**src/mcu_pkg.sv**
```systemverilog
/*
 * bus widths, address map and GPIO register offsets for the MCU fabric
 */
`default_nettype none

package mcu_pkg;

  // bus widths
  localparam int unsigned ADDR_W = 16;
  localparam int unsigned DATA_W = 32;
  localparam int unsigned SEL_W  = DATA_W / 8;

  // always-on GPIO pins, register map is laid out for 8
  localparam int unsigned GPIO_W = 8;

  // address map
  localparam logic [ADDR_W-1:0] RAM_BASE  = 16'h0000;
  localparam logic [ADDR_W-1:0] GPIO_BASE = 16'h8000;

  // GPIO register offsets inside the GPIO window
  localparam logic [ADDR_W-1:0] GPIO_OUT_OFS = 16'h0000;
  localparam logic [ADDR_W-1:0] GPIO_OE_OFS  = 16'h0004;
  // read only, synchronised pin state
  localparam logic [ADDR_W-1:0] GPIO_IN_OFS  = 16'h0008;
  localparam logic [ADDR_W-1:0] GPIO_IEN_OFS = 16'h000C;
  // write 1 to clear
  localparam logic [ADDR_W-1:0] GPIO_IST_OFS = 16'h0010;

  // default memory geometry
  localparam int unsigned DEF_NUM_BANKS  = 4;
  localparam int unsigned DEF_BANK_WORDS = 64;

endpackage

`default_nettype wire
```
**src/wb_if.sv**
```systemverilog
/*
 * Wishbone classic bus bundle with master and slave modports
 */
`timescale 1ns/1ps
`default_nettype none

interface wb_if;

  // request
  logic                        cyc;
  logic                        stb;
  logic                        we;
  logic [mcu_pkg::SEL_W-1:0]   sel;
  logic [mcu_pkg::ADDR_W-1:0]  adr;
  logic [mcu_pkg::DATA_W-1:0]  dat_w;

  // response
  logic [mcu_pkg::DATA_W-1:0]  dat_r;
  logic                        ack;
  logic                        err;

  modport master (
    output cyc, stb, we, sel, adr, dat_w,
    input  dat_r, ack, err
  );

  modport slave (
    input  cyc, stb, we, sel, adr, dat_w,
    output dat_r, ack, err
  );

endinterface

`default_nettype wire

```
**src/ram_bank.sv**
```systemverilog
/*
 * single-port RAM bank with byte selects behind a Wishbone slave
 */
`timescale 1ns/1ps
`default_nettype none

module ram_bank #(
  parameter int unsigned BANK_WORDS = mcu_pkg::DEF_BANK_WORDS
) (
  input wire logic clk_i,
  input wire logic arst_n_i,
  wb_if.slave      bus
);

  localparam int unsigned IDX_W = (BANK_WORDS > 1) ? $clog2(BANK_WORDS) : 1;

  logic [mcu_pkg::DATA_W-1:0] mem_q [BANK_WORDS];
  logic [mcu_pkg::DATA_W-1:0] rdata_q;
  logic [IDX_W-1:0]           idx;
  logic                       req;
  logic                       ack_q;

  // word index from the low address bits
  assign idx = bus.adr[2 +: IDX_W];

  // new request only, not the cycle that is being acked
  assign req = bus.cyc & bus.stb & ~ack_q;

  always_ff @(posedge clk_i or negedge arst_n_i) begin
    if (!arst_n_i) begin
      ack_q <= 1'b0;
    end else begin
      ack_q <= req;
    end
  end

  always_ff @(posedge clk_i) begin
    if (req && bus.we) begin
      for (int b = 0; b < mcu_pkg::SEL_W; b++) begin
        if (bus.sel[b]) begin
          mem_q[idx][b*8 +: 8] <= bus.dat_w[b*8 +: 8];
        end
      end
    end
    if (req && !bus.we) begin
      rdata_q <= mem_q[idx];
    end
  end

  assign bus.dat_r = rdata_q;
  assign bus.ack   = ack_q;
  // every in-range word exists
  assign bus.err   = 1'b0;

endmodule

`default_nettype wire

```
**src/flat_wrapper.sv**
```systemverilog
// flat-port wrapper written by rule: the top's interface ports become plain ports
module ram_bank_flat 
#(
  parameter int unsigned BANK_WORDS = mcu_pkg::DEF_BANK_WORDS
)
  (clk_i, arst_n_i, bus_cyc, bus_stb, bus_we, bus_sel, bus_adr, bus_dat_w, bus_dat_r, bus_ack, bus_err);
  wb_if bus_i ();
  input wire logic clk_i;
  input wire logic arst_n_i;
  input wire logic [$bits(bus_i.cyc)-1:0] bus_cyc;
  input wire logic [$bits(bus_i.stb)-1:0] bus_stb;
  input wire logic [$bits(bus_i.we)-1:0] bus_we;
  input wire logic [$bits(bus_i.sel)-1:0] bus_sel;
  input wire logic [$bits(bus_i.adr)-1:0] bus_adr;
  input wire logic [$bits(bus_i.dat_w)-1:0] bus_dat_w;
  output wire logic [$bits(bus_i.dat_r)-1:0] bus_dat_r;
  output wire logic [$bits(bus_i.ack)-1:0] bus_ack;
  output wire logic [$bits(bus_i.err)-1:0] bus_err;
  assign bus_i.cyc = bus_cyc;
  assign bus_i.stb = bus_stb;
  assign bus_i.we = bus_we;
  assign bus_i.sel = bus_sel;
  assign bus_i.adr = bus_adr;
  assign bus_i.dat_w = bus_dat_w;
  assign bus_dat_r = bus_i.dat_r;
  assign bus_ack = bus_i.ack;
  assign bus_err = bus_i.err;
  ram_bank #(.BANK_WORDS(BANK_WORDS)) u_core (.clk_i(clk_i), .arst_n_i(arst_n_i), .bus(bus_i));
endmodule
```
**config.mk**
```make
export PLATFORM = sky130hd
export DESIGN_NAME = ram_bank_flat
export DESIGN_NICKNAME = d
export VERILOG_FILES = /design/src/mcu_pkg.sv /design/src/wb_if.sv /design/src/ram_bank.sv /design/src/flat_wrapper.sv
export SDC_FILE = /design/constraint.sdc
export NUM_CORES = 2
export LEC_CHECK = 0
export BUFFER_PORTS_ARGS = -buffer_cell sky130_fd_sc_hd__buf_2
export CAP_MARGIN = 20
export CORE_ASPECT_RATIO = 1.25
export CORE_MARGIN = 4
export CORE_UTILIZATION = 40
export CTS_BUF_LIST = sky130_fd_sc_hd__clkbuf_8
export DETAILED_ROUTE_END_ITERATION = 8
export PLACE_DENSITY_LB_ADDON = 0.25
export SYNTH_ARGS = -nofsm -noshare
export SYNTH_HDL_FRONTEND = slang
export SYNTH_SLANG_ARGS = --single-unit
```
**constraint.sdc**
```tcl
create_clock -name clk_i -period 9 [get_ports clk_i]
set_input_delay 1.8 -clock clk_i [delete_from_list [all_inputs] [get_ports clk_i]]
set_output_delay 1.8 -clock clk_i [all_outputs]
set_load 0.005 [all_outputs]
```
==> out/qor.yml <==
viasPerCell: 6.05
crit_slowest_cell: "buf_12"
timing.slew.headroom: 0.215
vias: 47653
grt_pass1_wl_um: 356000
grt_pass1_vias: 46595
grt_overflow_total: 0
final_common_cell: "edfxtp_1"
die_x_um: 409
wl_um: 258000
irDropWorstVdd_mv: 0.137
layout_common_cells: "2080 x edfxtp_1, 506 x nor2_1, 393 x a221oi_1"
antenna_found_initial: 25
finalClockSkew_ns: 0.0545
critPathTopFamily: "buffers and inverters"
grt_max_degree: 141
path_clk_slew_ns: 0.06
path_cells: "buf_8 -> buf_12 -> nor2_4 -> buf_4 -> buf_4 -> a221oi_1 -> nor2_1 -> o21ai_0 -> nand2_1 -> or4_1"
p_leak_nw: 27.8
drt_iter0_markers: 6400
grt.total_usage: 0.241
start_util: 0.403
ios: 91
syn2layout_area_growth_pct: 10.7
ys.flop_type: "edfxtp_1"
ys_warn_count: 0
cts_htree_levels: 5
setup_tns_ns: 0
path_buf_inv: 4
synth_cells: 4835
arrival_ns: 5.87
ys_seq_elements: 2081
fin_area_mm2: 0.0892
cts_buffer_depth: 4
drc_errors: 0
end_kind: "flip-flop"
fin_util: 0.447
rows: 183
final_nets: 5026
dpl.hpwl_um: 151000
slew_viol_final: 0
io_buffers: 79
die_area_mm2: 0.209
tightestPinTransition_ns: 1.17
start_kind: "input pin"
ys_types: 58
maxCapViolCount: 0
clock-root-buffer: "clkbuf_8"
fp.coreArea_mm2: 0.200
post_drt_wl_per_cell_um: 32.7
min_period_ns: 5.11
ys_seq_area_frac: 0.776
cp_common_cell: "buf_4"
async_flop_share: 0.000481
hold_viol: 0
clock-sinks: 2081
holdWs_ns: 0.496
synth_nets: 4892
netlist_area_mm2: 0.0806
hold_buffers: 0
max_freq_ghz: 0.196
insertion_delay_ns: 1.03
post-cts-setup-buffer-count: 0
synth_edf_count: 2080
powerDensity_mw_per_mm2: 211
crit_required_ns: 9.75
syn_area_per_cell_um2: 16.7
min_period_over_period: 0.568
gp_congestion: 0.835
tritoncts: "done"
fp.dieH_um: 510
firstDrtPassIters: 6
place_area_mm2: 0.0836
drive_gt1_frac: 0.150
status: "completed"
cp_max_fo: 140
rsz0062_at_grt: "false"
cts_resized: 0
cpPeakStageDelay_ns: 0.67
setup_viol_count_final: 0
postRouteAntennaNets: 0
numCtsBuffers: 322
criticalPathCategory: "input pin to flip-flop"
hold_path_class: "flip-flop to flip-flop"
worst paths after layout:
| kind | startpoint | end | slack [ns] | cells after the start |
|---|---|---|---|---|
| worst min register to register | u_core.bus.ack | u_core.bus.ack | 0.50 | 1 |
| worst min-delay path | u_core.bus.ack | u_core.bus.ack | 0.50 | 1 |
| worst max register to register | u_core.bus.ack | u_core.mem_q[51][29] | 6.30 | 5 |
| min in group asynchronous | arst_n_i | u_core.bus.ack | 0.56 | 1 |
| max in group asynchronous | arst_n_i | u_core.bus.ack | 8.35 | 1 |
| worst max-delay path | bus_adr[4] | u_core.bus.dat_r[25] | 3.89 | 10 |
cell families (layout without fill, tap and decap cells):
logic type | after synthesis | after routing | share of synthesized area
AO/OA/AOI/OAI | 1297 | 1297 | 0.119
buffers and inverters | 383 | 738 | 0.0228
flip-flops | 2081 | 2081 | 0.776
multiplexers | 326 | 326 | 0.0454
other | 1 | 10 | 0.0000465
AND/OR/NAND/NOR | 747 | 747 | 0.0375
area by class of cell:
class / count / area (um^2)
fillers: 17679 / 110000
flip-flops and latches: 2081 / 62500
multi-input cells: 2371 / 16400
clock buffers: 329 / 4530
well taps: 2682 / 3360
repair buffers: 190 / 1450
clock inverters: 216 / 960
diodes: 9 / 22.5
inverters: 3 / 21.3
synth_stat cells (9+ instances only):
library cell	number	area, um^2
clkbuf_1	176	661
a22oi_1	263	1970
mux4_2	9	203
nor2_1	511	1920
o21ai_0	204	1020
buf_4	20	150
nand2_1	153	574
a22o_1	30	263
nand4_1	16	100
mux2_4	21	315
a221oi_1	393	3440
o21ai_1	18	90.1
buf_6	20	225
buf_2	137	686
o2111a_1	12	135
a21oi_1	121	606
a221oi_2	24	360
edfxtp_1	2080	62500
mux2i_1	154	1540
o22ai_1	106	663
a221o_1	29	290
nor3_1	10	50.1
mux2_2	140	1580
or4_1	14	105
o221ai_1	22	193
buf_1	27	101
a31oi_1	53	332
where the power goes:
part           internal [mW]  switching, mW  leakage, nW  total, mW
clock                   3.48           3.56         3.14       7.05
sequential              10.7         0.0104         18.7       10.7
combinational          0.281          0.812         5.92       1.09
state kept, by name, indices dropped and copies added, names as in the netlist:
register          cells
u_core.mem_q       2048
u_core.bus.ack        1
u_core.bus.dat_r     32
stage by stage:
step / total power, mW / setup slack, ns / instances
2_1_floorplan: 11.4 / 4.46 / 4835
3_3_place_gp: 12.0 / 2.89 / 7320
3_5_place_dp: 12.0 / 2.82 / 7321
4_1_cts: 18.9 / 3.94 / 7866
5_1_grt: 19.4 / 3.92 / 7873
6_report: 18.8 / 3.89 / 7881
routing by layer:
layer | up-vias | wire length (um) | track usage
met1 | 24462 | 97100 | 0.308
met4 | 30 | 12500 | 0.108
met2 | 2694 | 123000 | 0.390
li1 | 19961 | - | -
met3 | 506 | 25000 | 0.0591
met5 | - | 161 | 0
No activity file was read; power rests on OpenSTA's default activity.
