===== src/mcu_pkg.sv =====
/*
 * bus widths, address map and GPIO register offsets for the MCU fabric
 */
`default_nettype none

package mcu_pkg;

  // bus widths
  localparam int unsigned ADDR_W = 16;
  localparam int unsigned DATA_W = 32;
  localparam int unsigned SEL_W  = DATA_W / 8;

  // always-on GPIO pins, register map is laid out for 8
  localparam int unsigned GPIO_W = 8;

  // address map
  localparam logic [ADDR_W-1:0] RAM_BASE  = 16'h0000;
  localparam logic [ADDR_W-1:0] GPIO_BASE = 16'h8000;

  // GPIO register offsets inside the GPIO window
  localparam logic [ADDR_W-1:0] GPIO_OUT_OFS = 16'h0000;
  localparam logic [ADDR_W-1:0] GPIO_OE_OFS  = 16'h0004;
  // read only, synchronised pin state
  localparam logic [ADDR_W-1:0] GPIO_IN_OFS  = 16'h0008;
  localparam logic [ADDR_W-1:0] GPIO_IEN_OFS = 16'h000C;
  // write 1 to clear
  localparam logic [ADDR_W-1:0] GPIO_IST_OFS = 16'h0010;

  // default memory geometry
  localparam int unsigned DEF_NUM_BANKS  = 4;
  localparam int unsigned DEF_BANK_WORDS = 64;

endpackage

`default_nettype wire

===== src/wb_if.sv =====
/*
 * Wishbone classic bus bundle with master and slave modports
 */
`timescale 1ns/1ps
`default_nettype none

interface wb_if;

  // request
  logic                        cyc;
  logic                        stb;
  logic                        we;
  logic [mcu_pkg::SEL_W-1:0]   sel;
  logic [mcu_pkg::ADDR_W-1:0]  adr;
  logic [mcu_pkg::DATA_W-1:0]  dat_w;

  // response
  logic [mcu_pkg::DATA_W-1:0]  dat_r;
  logic                        ack;
  logic                        err;

  modport master (
    output cyc, stb, we, sel, adr, dat_w,
    input  dat_r, ack, err
  );

  modport slave (
    input  cyc, stb, we, sel, adr, dat_w,
    output dat_r, ack, err
  );

endinterface

`default_nettype wire


===== src/gpio_ao.sv =====
/*
 * always-on GPIO: out/oe/ien registers, input sync, edge interrupt status
 */
`timescale 1ns/1ps
`default_nettype none

module gpio_ao (
  input  wire logic                        clk_i,
  input  wire logic                        arst_n_i,
  wb_if.slave                              bus,
  input  wire logic [mcu_pkg::GPIO_W-1:0]  gpio_i,
  output      logic [mcu_pkg::GPIO_W-1:0]  gpio_o,
  output      logic [mcu_pkg::GPIO_W-1:0]  gpio_oe_o,
  output      logic [mcu_pkg::GPIO_W-1:0]  gpio_intr_o
);

  logic                       req;
  logic                       wr;
  logic                       ack_q;
  logic [mcu_pkg::GPIO_W-1:0] out_q;
  logic [mcu_pkg::GPIO_W-1:0] oe_q;
  logic [mcu_pkg::GPIO_W-1:0] ien_q;
  logic [mcu_pkg::GPIO_W-1:0] ist_q;
  logic [mcu_pkg::GPIO_W-1:0] sync1_q;
  logic [mcu_pkg::GPIO_W-1:0] sync2_q;
  logic [mcu_pkg::GPIO_W-1:0] prev_q;
  logic [mcu_pkg::GPIO_W-1:0] rise;
  logic [mcu_pkg::GPIO_W-1:0] clr;
  logic [mcu_pkg::DATA_W-1:0] rdata_d;
  logic [mcu_pkg::DATA_W-1:0] rdata_q;

  assign req  = bus.cyc & bus.stb & ~ack_q;
  // pins live in byte lane 0
  assign wr   = req & bus.we & bus.sel[0];
  assign rise = sync2_q & ~prev_q;
  assign clr  = (wr && bus.adr == mcu_pkg::GPIO_IST_OFS) ?
                bus.dat_w[mcu_pkg::GPIO_W-1:0] : '0;

  always_ff @(posedge clk_i or negedge arst_n_i) begin
    if (!arst_n_i) begin
      ack_q   <= 1'b0;
      out_q   <= '0;
      oe_q    <= '0;
      ien_q   <= '0;
      ist_q   <= '0;
      sync1_q <= '0;
      sync2_q <= '0;
      prev_q  <= '0;
    end else begin
      ack_q   <= req;
      sync1_q <= gpio_i;
      sync2_q <= sync1_q;
      prev_q  <= sync2_q;
      if (wr && bus.adr == mcu_pkg::GPIO_OUT_OFS) begin
        out_q <= bus.dat_w[mcu_pkg::GPIO_W-1:0];
      end
      if (wr && bus.adr == mcu_pkg::GPIO_OE_OFS) begin
        oe_q <= bus.dat_w[mcu_pkg::GPIO_W-1:0];
      end
      if (wr && bus.adr == mcu_pkg::GPIO_IEN_OFS) begin
        ien_q <= bus.dat_w[mcu_pkg::GPIO_W-1:0];
      end
      // a new edge wins over a clear in the same cycle
      ist_q <= (ist_q & ~clr) | (rise & ien_q);
    end
  end

  always_comb begin
    rdata_d = '0;
    case (bus.adr)
      mcu_pkg::GPIO_OUT_OFS: rdata_d[mcu_pkg::GPIO_W-1:0] = out_q;
      mcu_pkg::GPIO_OE_OFS:  rdata_d[mcu_pkg::GPIO_W-1:0] = oe_q;
      mcu_pkg::GPIO_IN_OFS:  rdata_d[mcu_pkg::GPIO_W-1:0] = sync2_q;
      mcu_pkg::GPIO_IEN_OFS: rdata_d[mcu_pkg::GPIO_W-1:0] = ien_q;
      mcu_pkg::GPIO_IST_OFS: rdata_d[mcu_pkg::GPIO_W-1:0] = ist_q;
      default:               rdata_d = '0;
    endcase
  end

  always_ff @(posedge clk_i) begin
    if (req && !bus.we) begin
      rdata_q <= rdata_d;
    end
  end

  assign bus.dat_r   = rdata_q;
  assign bus.ack     = ack_q;
  assign bus.err     = 1'b0;

  assign gpio_o      = out_q;
  assign gpio_oe_o   = oe_q;
  assign gpio_intr_o = ist_q;

endmodule

`default_nettype wire


===== src/flat_wrapper.sv =====
// flat-port wrapper written by rule: the top's interface ports become plain ports
module gpio_ao_flat 
  (clk_i, arst_n_i, gpio_i, gpio_o, gpio_oe_o, gpio_intr_o, bus_cyc, bus_stb, bus_we, bus_sel, bus_adr, bus_dat_w, bus_dat_r, bus_ack, bus_err);
  wb_if bus_i ();
  input  wire logic clk_i;
  input  wire logic arst_n_i;
  input  wire logic [mcu_pkg::GPIO_W-1:0] gpio_i;
  output      logic [mcu_pkg::GPIO_W-1:0] gpio_o;
  output      logic [mcu_pkg::GPIO_W-1:0] gpio_oe_o;
  output      logic [mcu_pkg::GPIO_W-1:0] gpio_intr_o;
  input wire logic [$bits(bus_i.cyc)-1:0] bus_cyc;
  input wire logic [$bits(bus_i.stb)-1:0] bus_stb;
  input wire logic [$bits(bus_i.we)-1:0] bus_we;
  input wire logic [$bits(bus_i.sel)-1:0] bus_sel;
  input wire logic [$bits(bus_i.adr)-1:0] bus_adr;
  input wire logic [$bits(bus_i.dat_w)-1:0] bus_dat_w;
  output wire logic [$bits(bus_i.dat_r)-1:0] bus_dat_r;
  output wire logic [$bits(bus_i.ack)-1:0] bus_ack;
  output wire logic [$bits(bus_i.err)-1:0] bus_err;
  assign bus_i.cyc = bus_cyc;
  assign bus_i.stb = bus_stb;
  assign bus_i.we = bus_we;
  assign bus_i.sel = bus_sel;
  assign bus_i.adr = bus_adr;
  assign bus_i.dat_w = bus_dat_w;
  assign bus_dat_r = bus_i.dat_r;
  assign bus_ack = bus_i.ack;
  assign bus_err = bus_i.err;
  gpio_ao u_core (.clk_i(clk_i), .arst_n_i(arst_n_i), .bus(bus_i), .gpio_i(gpio_i), .gpio_o(gpio_o), .gpio_oe_o(gpio_oe_o), .gpio_intr_o(gpio_intr_o));
endmodule

===== config.mk =====
export PLATFORM = sky130hd
export DESIGN_NAME = gpio_ao_flat
export DESIGN_NICKNAME = d
export VERILOG_FILES = /design/src/mcu_pkg.sv /design/src/wb_if.sv /design/src/gpio_ao.sv /design/src/flat_wrapper.sv
export SDC_FILE = /design/constraint.sdc
export NUM_CORES = 1
export LEC_CHECK = 0
export BUFFER_PORTS_ARGS = -buffer_cell sky130_fd_sc_hd__buf_2
export CAP_MARGIN = 30
export CORE_ASPECT_RATIO = 0.8
export CORE_MARGIN = 8
export CORE_UTILIZATION = 35
export CTS_BUF_LIST = sky130_fd_sc_hd__clkbuf_8 sky130_fd_sc_hd__clkbuf_16
export DETAILED_ROUTE_END_ITERATION = 7
export PLACE_DENSITY = 0.73
export SLEW_MARGIN = 20
export SYNTH_ARGS = -nofsm -noshare
export SYNTH_HDL_FRONTEND = slang
export SYNTH_SLANG_ARGS = --single-unit

===== constraint.sdc =====
create_clock -name clk_i -period 1.6 [get_ports clk_i]
set_input_delay 0.08 -clock clk_i [delete_from_list [all_inputs] [get_ports clk_i]]
set_output_delay 0.08 -clock clk_i [all_outputs]
set_load 0.01 [all_outputs]

==> run summary <==
The flow ran to the end, but the final reports show violations. The final reports fail on negative setup slack. After detailed routing, the number of vias per cell comes to 4.65. The run gives 31 as the distinct cell type count of the synthesized netlist.

The number of DRC violations after detailed routing was 0; the routed wire length was 6850 um. The first global-routing pass estimated 10700 um of wire. From bottom edge to top edge, the die measures 96.8 um. In this run the most critical hold path is launched from bus_dat_w[4]. In this run the worst setup path begins at u_core.bus.ack. The Yosys step of the flow raised 0 warnings. Dividing the detail-routed wire length by the instance count gives 16.2 um. The data arrival time of the worst path is 1.90 ns. The worst-path maximum fanout is 8. Across the run, the number of max-cap violations was 0.

The count of flip-flops with a built-in enable after synthesis is 8. For this design the ratio of total power to cell area is 867 nW/um2. Across the VDD grid, the largest voltage drop is 0.000518 V. Setup violations remaining at the end of the flow were counted as 16. Startpoint type of the worst setup path: a flip-flop.

Timing would allow up to 0.593 GHz. The origin of the critical flop-to-flop path was u_core.bus.ack. The detail route stage leaves a number of antenna-violating nets equal to 0. The first TritonRoute pass finished after 4 iterations.

The logs give 0 for the number of antenna violations at the first check in global routing and 1.90 nW for the static leakage power. On the final layout, the worst hold slack is 0.0233 ns. The hold violation total from the final report is 0. For this block, the initial DRC count from the detailed router was 67. The clock passes through at most 2 buffers. The cell row count is 29.

The tightest min-delay check is of the primary input to flip-flop type. The run gives -0.0866 ns as the worst-case setup margin in the final layout. The commonest register cell after synthesis is sky130_fd_sc_hd__dfrtp_1. The max-slew violation count is 0, and the total of buffers placed on input and output ports is 70. Synthesis inferred 65 register bits. The cell at the root of the clock tree was sky130_fd_sc_hd__clkbuf_8.

The worst setup path is captured at a flip-flop. The count of cells in the finished layout, fillers not included, comes to 423. The fraction of the cycle the final worst path needs came out at 1.05.

The layout cell share with drive strength beyond 1 is 0.425. The repair_antennas step left the layout with diodes totalling 0. Die area: 11300 um2. The via count of the first global-routing pass came out at 2028. Setup repair after global routing could not meet its margin everywhere. Compared with the post-synthesis result, the final layout area differs by 26.7%. The part of the Yosys area used for sequential elements came out at 0.583.

Entering global routing, the biggest net connects 58 pins. The tools report the overall routing resource usage as 0.123. The level count of the clock H-tree is 3, and the clock-pin transition on the worst setup and hold timing paths is 0.07 ns. The number of placed instances, taps included, is 397.

The async set-reset flop share out of synthesis was 0.877. The initial cell density of the core was 0.360. In the final design database the tool counted 375 nets. Post-route clock skew: 0.00580 ns.

The completed layout was analyzed and its total power is 0.00314 W. The run gives 2860 um2 as the cell area after technology mapping. The later pin in the worst-skew pair is clocked with a latency of 0.33 ns. Counting every instance in the synthesized netlist gives 209. The type of the worst setup path was flip-flop to flip-flop.

Once detailed placement completed, the half-perimeter wirelength came to 5080 um. For the finished layout, the period the worst path requires is 1.69 ns. TritonCTS built the clock tree. 123 I/O pins were placed. Standard cell core area: 7950 um2. For the overall via count from detail_route, the log shows 1967.

The total overflow left after global routing is 0. In this run, CTS created clock tree buffers numbering 9. From left edge to right edge, the die measures 117 um. The routability congestion estimate was 0.786; the average footprint of a synthesized cell was 13.7 um2. For the number of sinks on the clock net, the log shows 65. At the worst endpoint, the required time is 1.82 ns.
-- cell families after synthesis --
logic type	synth area share
flops	0.583
mux	0.162
buf+inv	0.0919
compound gates	0.0770
simple gates	0.0849
other cells	0.00131
-- what timing repair did --
action,in CTS,in global routing
endpoints found under the hold margin,65,0
endpoints found under the setup margin,17,24
resized for setup,4,0
gates cloned,0,0
setup buffers,1,0
pin swaps,1,1
hold buffers,9,0
-- sequential cells by signal, indices dropped and copies added, names as in the netlist --
name,flops
u_core.bus.dat_r,8
u_core.gpio_intr_o,8
u_core.gpio_o,8
u_core.gpio_oe_o,8
u_core.ien_q,8
u_core.prev_q,8
u_core.sync1_q,8
u_core.sync2_q,8
u_core.bus.ack,1
-- critical path, stage by stage (launching register included) --
cell and delay [ns]:
sky130_fd_sc_hd__dfrtp_1 0.38, sky130_fd_sc_hd__and3b_2 0.25, sky130_fd_sc_hd__and4_4 0.26, sky130_fd_sc_hd__and4_4 0.35, sky130_fd_sc_hd__mux2_4 0.32
-- report_power, final --
part	switching [W]	internal, W
registers	0.0000153	0.00170
clock network	0.000577	0.000620
logic	0.000130	0.0000961
-- through the flow --
step | setup slack [ns] | TNS (ns) | utilization | cell area [um2]
2_1_floorplan | -0.0607 | -0.486 | - | 2950
3_3_place_gp | -0.0699 | -0.550 | 0.421 | 3340
3_5_place_dp | -0.0956 | -0.696 | 0.421 | 3340
4_1_cts | -0.0697 | -0.509 | 0.456 | 3620
5_1_grt | -0.118 | -1.63 | 0.456 | 3620
6_report | -0.0866 | -0.792 | 0.456 | 3620
-- final timing paths --
path                       cells past startpoint             endpoint  slack (ns)
max                                            4      u_core.ien_q[2]       -0.09
min                                            2      u_core.ien_q[4]        0.02
max reg2reg                                    4      u_core.ien_q[2]       -0.09
min reg2reg                                    0    u_core.sync2_q[3]        0.35
max in group asynchronous                      3  u_core.gpio_oe_o[1]        1.09
min in group asynchronous                      3     u_core.prev_q[1]        0.27
-- cell usage after synthesis (2+ instances only) --
| cell | number | area (um2) |
|---|---|---|
| sky130_fd_sc_hd__nand4_1 | 3 | 18.8 |
| sky130_fd_sc_hd__and4_4 | 2 | 22.5 |
| sky130_fd_sc_hd__o22ai_1 | 16 | 100 |
| sky130_fd_sc_hd__a21o_1 | 14 | 105 |
| sky130_fd_sc_hd__and3b_1 | 2 | 17.5 |
| sky130_fd_sc_hd__mux2_2 | 18 | 203 |
| sky130_fd_sc_hd__nor2_1 | 2 | 7.51 |
| sky130_fd_sc_hd__nor4_4 | 2 | 42.5 |
| sky130_fd_sc_hd__nor2b_1 | 2 | 12.5 |
| sky130_fd_sc_hd__nand2_1 | 10 | 37.5 |
| sky130_fd_sc_hd__edfxtp_1 | 8 | 240 |
| sky130_fd_sc_hd__buf_4 | 26 | 195 |
| sky130_fd_sc_hd__buf_2 | 2 | 10.0 |
| sky130_fd_sc_hd__inv_1 | 8 | 30.0 |
| sky130_fd_sc_hd__mux2_4 | 8 | 120 |
| sky130_fd_sc_hd__a22oi_1 | 2 | 15.0 |
| sky130_fd_sc_hd__dfrtp_1 | 57 | 1430 |
| sky130_fd_sc_hd__mux2i_1 | 14 | 140 |
-- metal layers --
metal / vias to the layer above / part of all wire / global-route usage
met3: 8 / 0.12 / 0.0578
li1: 901 / - / -
met2: 83 / 0.44 / 0.179
met1: 975 / 0.44 / 0.158
met5: - / 0 / 0
met4: 0 / 0.0073 / 0.0354
-- cell type report --
class | instances | area, um2
flip-flops and latches | 65 | 1670
multi-input cells | 129 | 1030
well taps | 108 | 135
inverters | 8 | 30.0
clock inverters | 5 | 18.8
fillers | 739 | 4320
clock buffers | 11 | 151
repair buffers | 97 | 596
-- layout by cell type, fill, tap and decap left out --
master and n:
sky130_fd_sc_hd__nor2_1 2, sky130_fd_sc_hd__dfrtp_1 57, sky130_fd_sc_hd__nor4_1 1, sky130_fd_sc_hd__clkbuf_8 11, sky130_fd_sc_hd__nand3_1 1, sky130_fd_sc_hd__mux2i_1 14, sky130_fd_sc_hd__nand2_1 10, sky130_fd_sc_hd__and3b_2 1
sky130_fd_sc_hd__buf_6 2, sky130_fd_sc_hd__dlygate4sd3_1 9, sky130_fd_sc_hd__mux2_2 18, sky130_fd_sc_hd__and4_4 2, sky130_fd_sc_hd__mux2_4 8, sky130_fd_sc_hd__and3b_1 1, sky130_fd_sc_hd__or3_4 1, sky130_fd_sc_hd__a22oi_1 2
sky130_fd_sc_hd__nor2b_1 2, sky130_fd_sc_hd__nand4b_4 1, sky130_fd_sc_hd__nor3_1 1, sky130_fd_sc_hd__conb_1 25, sky130_fd_sc_hd__buf_12 1, sky130_fd_sc_hd__a21o_1 14, sky130_fd_sc_hd__and2_1 1, sky130_fd_sc_hd__nand4_1 3
sky130_fd_sc_hd__nor4b_1 1, sky130_fd_sc_hd__buf_4 15, sky130_fd_sc_hd__nand3_2 1, sky130_fd_sc_hd__inv_1 13, sky130_fd_sc_hd__nor4_4 2, sky130_fd_sc_hd__buf_2 70, sky130_fd_sc_hd__edfxtp_1 8, sky130_fd_sc_hd__o22ai_1 16
sky130_fd_sc_hd__and4bb_2 1
(Power assumes the default switching activity.)
